==> src/design/vga_pkg.sv <==
`default_nettype none

package vga_pkg;

  // 640x480 mode, counted in pixel positions per line and lines per frame
  localparam int h_visible     = 640;
  localparam int h_front_porch = 16;
  localparam int h_sync_pulse  = 96;
  localparam int h_back_porch  = 48;
  localparam int h_whole_line  = h_visible + h_front_porch + h_sync_pulse + h_back_porch;

  localparam int v_visible     = 480;
  localparam int v_front_porch = 10;
  localparam int v_sync_pulse  = 2;
  localparam int v_back_porch  = 33;
  localparam int v_whole_frame = v_visible + v_front_porch + v_sync_pulse + v_back_porch;

  // sync pulse windows, half open [start, end)
  localparam int h_sync_start = h_visible + h_front_porch;
  localparam int h_sync_end   = h_sync_start + h_sync_pulse;
  localparam int v_sync_start = v_visible + v_front_porch;
  localparam int v_sync_end   = v_sync_start + v_sync_pulse;

  // both sync outputs are active low
  localparam logic sync_active = 1'b0;

  localparam int fb_addr_bits           = 20;
  localparam int fb_data_bits           = 16;
  localparam int color_bits             = 4;
  localparam int ctx_fifo_depth_log2    = 3;
  localparam int ctx_fifo_depth         = 1 << ctx_fifo_depth_log2;
  localparam int ctx_almost_full_margin = 2;

  typedef logic [$clog2(h_whole_line)-1:0]  column_t;
  typedef logic [$clog2(v_whole_frame)-1:0] row_t;

  // word address, row * h_visible + column
  typedef logic [fb_addr_bits-1:0] fb_addr_t;
  // bits 11:8 red, 7:4 green, 3:0 blue
  typedef logic [fb_data_bits-1:0] fb_data_t;
  typedef logic [color_bits-1:0]   color_t;

  typedef logic [ctx_fifo_depth_log2-1:0] ctx_ptr_t;
  typedef logic [ctx_fifo_depth_log2:0]   ctx_count_t;

  typedef struct packed {
    logic visible;
    logic vsync;
    logic hsync;
  } pixel_ctx_t;

  typedef struct packed {
    color_t red;
    color_t grn;
    color_t blu;
  } rgb_t;

  typedef enum logic {
    read_idle,
    read_issuing
  } read_state_t;

endpackage

`default_nettype wire

==> src/design/vga_raster_timing.sv <==
`default_nettype none
`timescale 1ns/10ps

module vga_raster_timing (
  input  logic                clk,
  input  logic                reset,
  input  logic                step,
  output vga_pkg::column_t    column,
  output vga_pkg::row_t       row,
  output vga_pkg::pixel_ctx_t ctx
);

  logic last_column;
  logic last_row;
  logic in_hsync;
  logic in_vsync;

  assign last_column = (column == vga_pkg::column_t'(vga_pkg::h_whole_line - 1));
  assign last_row    = (row == vga_pkg::row_t'(vga_pkg::v_whole_frame - 1));

  // counters only move on a step, the position is held otherwise
  always_ff @(posedge clk) begin
    if (reset) begin
      column <= '0;
      row    <= '0;
    end else if (step) begin
      if (last_column) begin
        column <= '0;
        if (last_row) begin
          row <= '0;
        end else begin
          row <= row + vga_pkg::row_t'(1);
        end
      end else begin
        column <= column + vga_pkg::column_t'(1);
      end
    end
  end

  assign in_hsync = (column >= vga_pkg::column_t'(vga_pkg::h_sync_start)) &&
                    (column <  vga_pkg::column_t'(vga_pkg::h_sync_end));
  assign in_vsync = (row >= vga_pkg::row_t'(vga_pkg::v_sync_start)) &&
                    (row <  vga_pkg::row_t'(vga_pkg::v_sync_end));

  // context of the position currently held by the counters
  always_comb begin
    ctx.visible = (column < vga_pkg::column_t'(vga_pkg::h_visible)) &&
                  (row < vga_pkg::row_t'(vga_pkg::v_visible));
    ctx.hsync   = in_hsync ? vga_pkg::sync_active : !vga_pkg::sync_active;
    ctx.vsync   = in_vsync ? vga_pkg::sync_active : !vga_pkg::sync_active;
  end

  // the wrap logic must keep the raster inside the frame
  a_position_in_frame: assert property (
    @(posedge clk) disable iff (reset)
    (column < vga_pkg::column_t'(vga_pkg::h_whole_line)) &&
    (row < vga_pkg::row_t'(vga_pkg::v_whole_frame))
  ) else $error("raster position outside the frame");

endmodule

`default_nettype wire

==> src/design/fb_read_master.sv <==
`default_nettype none
`timescale 1ns/10ps

module fb_read_master (
  input  logic                clk,
  input  logic                reset,
  input  logic                enable,
  input  logic                fifo_almost_full,
  input  vga_pkg::column_t    column,
  input  vga_pkg::row_t       row,
  input  vga_pkg::pixel_ctx_t ctx,
  input  logic                arready,
  output logic                read_start,
  output vga_pkg::pixel_ctx_t ctx_p1,
  output vga_pkg::fb_addr_t   araddr,
  output logic                arvalid
);

  vga_pkg::fb_addr_t    addr_calc;
  vga_pkg::fb_addr_t    addr_p1;
  logic                 enable_p1;
  logic                 start_p1;
  logic                 fetch_ok;
  logic                 read_accepted;
  vga_pkg::read_state_t state;
  vga_pkg::read_state_t next_state;

  assign addr_calc = vga_pkg::fb_addr_t'(row) * vga_pkg::fb_addr_t'(vga_pkg::h_visible) +
                     vga_pkg::fb_addr_t'(column);

  // address pipeline stage, a copy of the raster one cycle behind
  always_ff @(posedge clk) begin
    addr_p1 <= addr_calc;
    ctx_p1  <= ctx;
  end

  always_ff @(posedge clk) begin
    if (reset) begin
      enable_p1 <= 1'b0;
      start_p1  <= 1'b0;
    end else begin
      enable_p1 <= enable && !fifo_almost_full;
      start_p1  <= read_start;
    end
  end

  assign read_accepted = arvalid && arready;

  // a read moves the counters, so the copy is stale on the next cycle
  assign fetch_ok = enable_p1 && ctx_p1.visible && !start_p1 && !fifo_almost_full;

  always_comb begin
    next_state = state;
    read_start = 1'b0;
    case (state)
      vga_pkg::read_idle: begin
        // blanking positions never leave idle
        if (fetch_ok) begin
          read_start = 1'b1;
          next_state = vga_pkg::read_issuing;
        end
      end
      vga_pkg::read_issuing: begin
        if (read_accepted) begin
          if (fetch_ok) begin
            read_start = 1'b1;
          end else begin
            next_state = vga_pkg::read_idle;
          end
        end
      end
    endcase
  end

  always_ff @(posedge clk) begin
    if (reset) begin
      state   <= vga_pkg::read_idle;
      arvalid <= 1'b0;
    end else begin
      state <= next_state;
      if (read_start) begin
        arvalid <= 1'b1;
      end else if (read_accepted) begin
        arvalid <= 1'b0;
      end
    end
  end

  always_ff @(posedge clk) begin
    if (read_start) begin
      araddr <= addr_p1;
    end
  end

  a_araddr_stable: assert property (
    @(posedge clk) disable iff (reset)
    arvalid && !arready |=> $stable(araddr)
  ) else $error("araddr changed while the request was pending");

  a_arvalid_held: assert property (
    @(posedge clk) disable iff (reset)
    arvalid && !arready |=> arvalid
  ) else $error("arvalid dropped without an acceptance");

endmodule

`default_nettype wire

==> src/design/pixel_context_fifo.sv <==
`default_nettype none
`timescale 1ns/10ps

module pixel_context_fifo (
  input  logic                clk,
  input  logic                reset,
  input  logic                push,
  input  vga_pkg::pixel_ctx_t push_data,
  input  logic                pop,
  output vga_pkg::pixel_ctx_t head,
  output logic                empty,
  output logic                full,
  output logic                almost_full
);

  vga_pkg::pixel_ctx_t mem [vga_pkg::ctx_fifo_depth];
  vga_pkg::ctx_ptr_t   wr_ptr;
  vga_pkg::ctx_ptr_t   rd_ptr;
  vga_pkg::ctx_count_t count;

  always_ff @(posedge clk) begin
    if (push) begin
      mem[wr_ptr] <= push_data;
    end
  end

  // pointers wrap on their own since the depth is a power of two
  always_ff @(posedge clk) begin
    if (reset) begin
      wr_ptr <= '0;
      rd_ptr <= '0;
      count  <= '0;
    end else begin
      if (push) begin
        wr_ptr <= wr_ptr + vga_pkg::ctx_ptr_t'(1);
      end
      if (pop) begin
        rd_ptr <= rd_ptr + vga_pkg::ctx_ptr_t'(1);
      end
      if (push && !pop) begin
        count <= count + vga_pkg::ctx_count_t'(1);
      end else if (pop && !push) begin
        count <= count - vga_pkg::ctx_count_t'(1);
      end
    end
  end

  assign head  = mem[rd_ptr];
  assign empty = (count == '0);
  assign full  = (count == vga_pkg::ctx_count_t'(vga_pkg::ctx_fifo_depth));
  // margin covers the step already in the address pipeline
  assign almost_full = (count >= vga_pkg::ctx_count_t'(vga_pkg::ctx_fifo_depth -
                                                       vga_pkg::ctx_almost_full_margin));

  a_no_overflow: assert property (
    @(posedge clk) disable iff (reset) push |-> !full
  ) else $error("context fifo push while full");

  a_no_underflow: assert property (
    @(posedge clk) disable iff (reset) pop |-> !empty
  ) else $error("context fifo pop while empty");

endmodule

`default_nettype wire

==> src/design/pixel_merge.sv <==
`default_nettype none
`timescale 1ns/10ps

module pixel_merge (
  input  logic                clk,
  input  logic                reset,
  input  vga_pkg::pixel_ctx_t head,
  input  logic                empty,
  input  vga_pkg::fb_data_t   rdata,
  input  logic                rvalid,
  output logic                pop,
  output logic                valid,
  output logic                hsync,
  output logic                vsync,
  output vga_pkg::rgb_t       color
);

  logic          pix_visible;
  vga_pkg::rgb_t pix_rgb;

  // blanking entries leave at once, visible ones wait for their data
  assign pop = !empty && (!head.visible || rvalid);

  always_ff @(posedge clk) begin
    if (reset) begin
      valid <= 1'b0;
    end else begin
      valid <= pop;
    end
  end

  always_ff @(posedge clk) begin
    if (pop) begin
      pix_visible <= head.visible;
      hsync       <= head.hsync;
      vsync       <= head.vsync;
    end
    if (rvalid) begin
      pix_rgb <= vga_pkg::rgb_t'(rdata[3*vga_pkg::color_bits-1:0]);
    end
  end

  assign color = pix_visible ? pix_rgb : '0;

  // read data must never get ahead of its context entry
  a_rvalid_has_context: assert property (
    @(posedge clk) disable iff (reset)
    rvalid |-> !empty && head.visible
  ) else $error("read data arrived without a visible context at the head");

endmodule

`default_nettype wire

==> src/design/vga_fb_pixel_stream.sv <==
`default_nettype none
`timescale 1ns/10ps

module vga_fb_pixel_stream (
  input  logic              clk,
  input  logic              reset,
  input  logic              enable,
  input  logic              arready,
  input  vga_pkg::fb_data_t rdata,
  input  logic              rvalid,
  output logic              valid,
  output logic              hsync,
  output logic              vsync,
  output vga_pkg::rgb_t     color,
  output vga_pkg::fb_addr_t araddr,
  output logic              arvalid,
  output logic              rready
);

  vga_pkg::column_t    column;
  vga_pkg::row_t       row;
  vga_pkg::pixel_ctx_t ctx;
  vga_pkg::pixel_ctx_t ctx_p1;
  vga_pkg::pixel_ctx_t fifo_head;
  logic                read_start;
  logic                step;
  logic                step_p1;
  logic                fifo_empty;
  logic                fifo_almost_full;
  logic                fifo_pop;

  // visible positions advance through a read, blanking ones on enable alone
  assign step = !fifo_almost_full && (read_start || (!ctx.visible && enable));

  always_ff @(posedge clk) begin
    if (reset) begin
      step_p1 <= 1'b0;
    end else begin
      step_p1 <= step;
    end
  end

  // read data is always accepted
  always_ff @(posedge clk) begin
    if (reset) begin
      rready <= 1'b1;
    end
  end

  vga_raster_timing i_raster (
    .clk    (clk),
    .reset  (reset),
    .step   (step),
    .column (column),
    .row    (row),
    .ctx    (ctx)
  );

  fb_read_master i_read_master (
    .clk              (clk),
    .reset            (reset),
    .enable           (enable),
    .fifo_almost_full (fifo_almost_full),
    .column           (column),
    .row              (row),
    .ctx              (ctx),
    .arready          (arready),
    .read_start       (read_start),
    .ctx_p1           (ctx_p1),
    .araddr           (araddr),
    .arvalid          (arvalid)
  );

  pixel_context_fifo i_ctx_fifo (
    .clk         (clk),
    .reset       (reset),
    .push        (step_p1),
    .push_data   (ctx_p1),
    .pop         (fifo_pop),
    .head        (fifo_head),
    .empty       (fifo_empty),
    .full        (),
    .almost_full (fifo_almost_full)
  );

  pixel_merge i_merge (
    .clk    (clk),
    .reset  (reset),
    .head   (fifo_head),
    .empty  (fifo_empty),
    .rdata  (rdata),
    .rvalid (rvalid),
    .pop    (fifo_pop),
    .valid  (valid),
    .hsync  (hsync),
    .vsync  (vsync),
    .color  (color)
  );

endmodule

`default_nettype wire

==> config.mk <==
export PLATFORM = sky130hd
export DESIGN_NAME = vga_fb_pixel_stream
export DESIGN_NICKNAME = d
export VERILOG_FILES = /design/src/design/vga_pkg.sv /design/src/design/vga_raster_timing.sv /design/src/design/fb_read_master.sv /design/src/design/pixel_context_fifo.sv /design/src/design/pixel_merge.sv /design/src/design/vga_fb_pixel_stream.sv
export SDC_FILE = /design/constraint.sdc
export NUM_CORES = 1
export LEC_CHECK = 0
export ABC_CLOCK_PERIOD_IN_PS = 3900
export BUFFER_PORTS_ARGS = -buffer_cell sky130_fd_sc_hd__buf_2
export CAP_MARGIN = 20
export CORE_MARGIN = 4
export CORE_UTILIZATION = 47
export CTS_CLUSTER_DIAMETER = 40
export DETAILED_ROUTE_END_ITERATION = 7
export PLACE_DENSITY = 0.66
export SYNTH_ARGS = -nofsm -noshare
export SYNTH_HDL_FRONTEND = slang
export SYNTH_SLANG_ARGS = --single-unit
==> constraint.sdc <==
create_clock -name clk -period 3.9 [get_ports clk]
set_input_delay 0.39 -clock clk [delete_from_list [all_inputs] [get_ports clk]]
set_output_delay 0.39 -clock clk [all_outputs]
set_load 0.01 [all_outputs]
Word-level counts from Yosys, hierarchy flattened:

Memory sizes are Yosys's and may differ from the RTL's. A register that Yosys moved wholly into a read port is not among the register bits.
Cells that the tools add are included.

* $add $sub $neg: 7
* multipliers: 1
* div/mod/pow operators: 0
* $lt $le $gt $ge: 7
* equality and inequality tests: 2
* shift-type cells: 0
* mux-type cells: 18
* bitwise logic cells: 1
* reduce and logical (&&, ||, !) cells: 26

Operators by type and width (number)
* adder 10 x 1 -> 10 bit, second input constant: 2
* adder 20 x 10 -> 20 bit: 1
* equality test 10 bit, second input constant: 2
* less-than comparator 10 bit, second input constant: 2
* less-than comparator 10 x 9 -> 1 bit, second input constant: 2
* 2-to-1 mux 10 bit: 2
* logical AND 1 bit: 13
* multiplier 10 x 3 -> 13 bit, second input constant: 1
* 2-to-1 mux 12 bit: 1
* greater-or-equal comparator 10 bit, second input constant: 1
* greater-or-equal comparator 10 x 9 -> 1 bit, second input constant: 1
* 2-to-1 mux 1 bit: 9
* 2-to-1 mux 4 bit: 2
* zero test 1 bit: 7
* adder 3 x 1 -> 3 bit, second input constant: 2
* 2-to-1 mux 3 bit: 2
* adder 4 x 1 -> 4 bit, second input constant: 1
* greater-or-equal comparator 4 x 3 -> 1 bit, second input constant: 1
* zero test 4 bit: 1
* one-hot mux 1 bit (2 select lines): 2
* nonzero test 2 bit: 2
* subtractor 4 x 1 -> 4 bit, second input constant: 1
* logical OR 1 bit: 2
* AND reduction 2 bit: 1
* NOT 1 bit: 1

* register bits: 94
* latch bits: 0
* memory bits (writable): 24
* memory bits (read-only): 0
* input port bits: 21
* output and inout bits: 37
* memories: 1

Memory list
* i_ctx_fifo.mem: depth 8, width 3, rd ports 1, clocked after Yosys merged registers in 1, write ports 1, RTL line pixel_context_fifo.sv:16 `vga_pkg::pixel_ctx_t mem [vga_pkg::ctx_fifo_depth];`

Longest topological paths before layout:

* word-level depth: 9
* mapped depth: 12
* gate-level depth less buffers: 11

Hierarchy:

Synthesis repeated with hierarchy kept, for this count alone.

* cells, all modules: 422
* area, all modules: 5287.6 µm²

By module, submodules not included
* fb_read_master: instances 1, cells an instance 149, area each 2009.4 µm², sequential area each 1141.1 µm²
* pixel_context_fifo: instances 1, cells an instance 104, area each 1547.7 µm², sequential area each 980.9 µm²
* vga_raster_timing: instances 1, cells an instance 130, area each 1081.0 µm², sequential area each 400.4 µm²
* pixel_merge: instances 1, cells an instance 32, area each 583.1 µm², sequential area each 470.5 µm²
* vga_fb_pixel_stream: instances 1, cells an instance 7, area each 66.3 µm², sequential area each 20.0 µm²

Worst setup path before layout:

No wires, ideal clock.

* kind: register to register
* start: register with a tool-made name
* end: register i_ctx_fifo.count[3]
* setup time: 0.071 ns
* arrival: 2.757 ns
* required time: 3.829 ns
* path slack: 1.072 ns
* cell stages (with the launch flop): 13
* buffers on the path: 1
* cell sequence: dfxtp_1 -> buf_6 -> mux4_2 -> mux2_2 -> a21o_1 -> ha_1 -> inv_1 -> ha_1 -> a21o_1 -> a21oi_1 -> xnor2_1 -> or3_1 -> a21oi_1

RTL lines
* end signal: assignment: RTL line pixel_context_fifo.sv:41 `count <= count + vga_pkg::ctx_count_t'(1);`
* end signal: assignment: RTL line pixel_context_fifo.sv:43 `count <= count - vga_pkg::ctx_count_t'(1);`
* end: declaration: RTL line pixel_context_fifo.sv:19 `vga_pkg::ctx_count_t count;`

==> flow_summary_export.csv <==
group,metric,value,unit
outcome,status,"complete, no violations",
setup_path,startpoint_type,"register",
clock_tree,clock-sinks,121,
setup_path,slowest_delay,550,ps
clock_tree,path_clk_slew,50,ps
drt,routed_via_density,5.14,
synth,yosysMostFrequentCell,"dfxtp_1",
sta,period_minus_slack,3140,ps
power_and_ir_drop,p_int,0.00255,W
floorplanning,start_util,0.487,
drt,routedWlPerCell,14.1,um
drt,postRouteWirelength,8590,um
setup_path,cp_slowest_cell,"dfxtp_1",
power_and_ir_drop,clockPowerShare,0.419,
sta,hold_viol,0,
floorplanning,die-area,0.0125,mm^2
global_routing,grtUsageTotal,0.150,
floorplanning,core_area,0.0104,mm^2
setup_path,cp_cell_sequence,"mux4_2, mux2_2, a21o_1, ha_1, inv_1, ha_1, a21o_1, a21oi_1, xnor2_1, or3_1, a21oi_1",
synth,yosysWarnings,0,
power_and_ir_drop,switching_power,0.000823,W
global_routing,grt_pass1_wl,15000,um
cells_and_area,final_util,0.576,
power_and_ir_drop,share_comb_of_total_power,0.129,
setup_path,required,4340,ps
sta,timing.final.crit_share,0.805,
setup_path,cp.arrival,3580,ps
placed_design,placed_area,0.00544,mm^2
drt,first_iter_violations,199,
cells_and_area,diodes,0,
setup_path,crit_buf_inv,1,
power_and_ir_drop,seqPwrFrac,0.451,
synth,synth_top_area_share,0.349,
synth,synth_edf_count,59,
synth,synthArstFlopShare,0,
setup_path,critPathTopFamily,"multiplexers",
power_and_ir_drop,switching_share,0.244,
synth,syn_avg_cell_area,12.7,um^2
floorplanning,core.rowCount,37,
power_and_ir_drop,ir_drop,0.000247,V
synth,synth_cell_type_count,52,
synth,synth_area,0.00507,mm^2
clock_tree,cts-resized-gates,0,
placed_design,dp_hpwl,6070,um
global_routing,grt_pass1_vias,3122,
synth,synth_top_cell_by_area,"edfxtp_1",
sta,rsz0062_at_grt,"false",
synth,syn_inst,398,
cells_and_area,final_area,0.00600,mm^2
clock_tree,cts-root-buf,"clkbuf_8",
cells_and_area,area_delta_synth_final,18.3,%
sta,setup_tns,0,ps
placed_design,gp_congestion,0.750,
placed_design,port-buffer-count,52,
drt,post-route-drc-count,0,
global_routing,grt_antenna_before_repair,0,
drt,num_vias,3131,
floorplanning,dieHeight,112,um
synth,synth_common_cells,"dfxtp_1 (62), edfxtp_1 (59), nor2_1 (44)",
drt,antenna_left,0,
sta,final_max_slew_viol_count,0,
floorplanning,io_pins,58,
synth,ys_ff_latch,121,
clock_tree,cts_buffer_depth,2,
global_routing,grt_max_degree,24,
sta,relSlewSlack,0.428,
sta,skew,11.8,ps
sta,worst-slew-pin-transition,857,ps
hold_path,min_path_type,"in2reg",
clock_tree,cts_hold_buf,0,
clock_tree,cts_tree,"done",
cells_and_area,drive_gt1_frac,0.209,
clock_tree,clk-insertion-delay-late,510,ps
clock_tree,cts_setup_buffers,0,
power_and_ir_drop,powerDensity,562,mW/mm^2
cells_and_area,fin_nets,512,
clock_tree,cts_htree_levels,4,
setup_path,end_kind,"register",
synth,synth_nets,450,
sta,max_freq,318,MHz
floorplanning,die_w,112,um
synth,synth_ff_type,"dfxtp_1",
global_routing,grt_overflow,0,
flow_run,max_cap_viol_count,0,
setup_path,crit_fanout,6,
power_and_ir_drop,power.leakage,2.33,nW
sta,setup_viol,0,
clock_tree,numCtsBuffers,17,
synth,synth_area_leaders,"edfxtp_1 (35%), dfxtp_1 (24%), ha_1 (6.9%), xnor2_1 (4.0%), nor2_1 (3.3%)",
synth,ys_seq_area_frac,0.594,
setup_path,worstSetupPathType,"reg2reg",
drt,dr.pass1.iters,4,
-- layout make-up --
type / count / area (um^2)
Sequential cell: 121 / 3010
Tap cell: 136 / 170
Clock inverter: 5 / 31.3
Clock buffer: 27 / 526
Timing Repair Buffer: 52 / 260
Inverter: 13 / 48.8
Multi-Input combinational cell: 255 / 1950
Fill cell: 869 / 4420
-- power groups by stage --
stage	Clock, W	Sequential, W	Combinational (W)
global placement	0	0.00155	0.000429
global route	0.00152	0.00154	0.000496
CTS	0.00145	0.00153	0.000443
floorplan	0	0.00154	0.000326
detailed placement	0	0.00155	0.000439
finish	0.00141	0.00152	0.000437
-- metal layers --
metal  vias to the layer above  part of all wire  GRT usage  wire length (um)
met2                        72              0.45      0.223              3850
met3                        11             0.062     0.0554               530
met1                      1496              0.47      0.198              4080
li1                       1552                 -          -                 -
met5                         -                 0          0                 0
met4                         0             0.016     0.0608               138
-- logic make-up (layout without fill, tap and decap cells) --
| family | Yosys count | count (layout) | share of synthesized area |
|---|---|---|---|
| buffers and inverters | 22 | 97 | 0.0215 |
| multiplexers | 12 | 12 | 0.0392 |
| XOR/XNOR | 37 | 37 | 0.0639 |
| adder cells (fa/ha/maj) | 31 | 31 | 0.0809 |
| other | 1 | 1 | 0.000739 |
| AO/OA/AOI/OAI | 42 | 42 | 0.0663 |
| AND/OR/NAND/NOR | 132 | 132 | 0.134 |
| flip-flops | 121 | 121 | 0.594 |
-- cells in the final DEF, fill, tap and decap left out, types with 2 or more instances in the layout --
master,Yosys,final
o21ai_0,8,8
mux2i_1,3,3
fa_1,3,3
nand2b_1,5,5
nor2_1,44,44
a21oi_1,12,12
clkinv_2,0,3
xnor2_1,23,23
nand4_1,10,10
edfxtp_1,59,59
o211a_1,2,2
and3_1,2,2
nand3_1,11,11
mux4_2,6,6
nand2_1,17,17
clkbuf_1,5,6
buf_2,0,52
clkbuf_16,0,19
nor3_1,9,9
and3b_1,2,2
a21o_1,7,7
clkbuf_8,0,2
dfxtp_1,62,62
ha_1,28,28
nor4b_1,2,2
inv_1,12,12
o21a_1,2,2
nor2b_1,2,2
nor4_1,4,4
and2_1,14,14
mux2_2,3,3
xor2_1,14,14
or3_1,2,2
-- flip-flops by register name (all words and copies together) (netlist names), 3 cells and up, named ones only --
register,flops
i_read_master.araddr,20
i_merge.pix_rgb,12
i_read_master.addr_p1,20
i_read_master.ctx_p1,3
i_ctx_fifo.mem,24
i_ctx_fifo.rd_ptr,3
i_raster.row,10
i_ctx_fifo.wr_ptr,3
i_ctx_fifo.count,4
i_raster.column,10
-- stage by stage --
stage          std cells  total power [W]  hold slack, ps  worst slack [ps]
2_1_floorplan        398          0.00187             329              1070
3_3_place_gp         577          0.00198             387               780
3_5_place_dp         577          0.00199             390               741
4_1_cts              609          0.00342            25.9               721
5_1_grt              609          0.00356            23.8               548
6_report             609          0.00337            54.2               760
-- worst reg2reg max path: cells and delay by family, from the launching register on --
kind	cells	cell delay, ps
simple gates	1	300
mux	2	830
fa+ha+maj	2	480
flops	1	550
compound gates	4	700
xor+xnor	1	80
buf+inv	1	120
-- final timing paths --
check	slack, ps	cells after the start	to	startpoint
setup / recovery	760	11	i_ctx_fifo.count[3]	register
setup reg to reg	760	11	i_ctx_fifo.count[3]	register
hold / removal	50	1	i_merge.pix_rgb[0]	rdata[0]
hold reg to reg	400	0	i_read_master.araddr[6]	i_read_master.addr_p1[6]
Note: power is estimated with default switching activity, not from simulation.
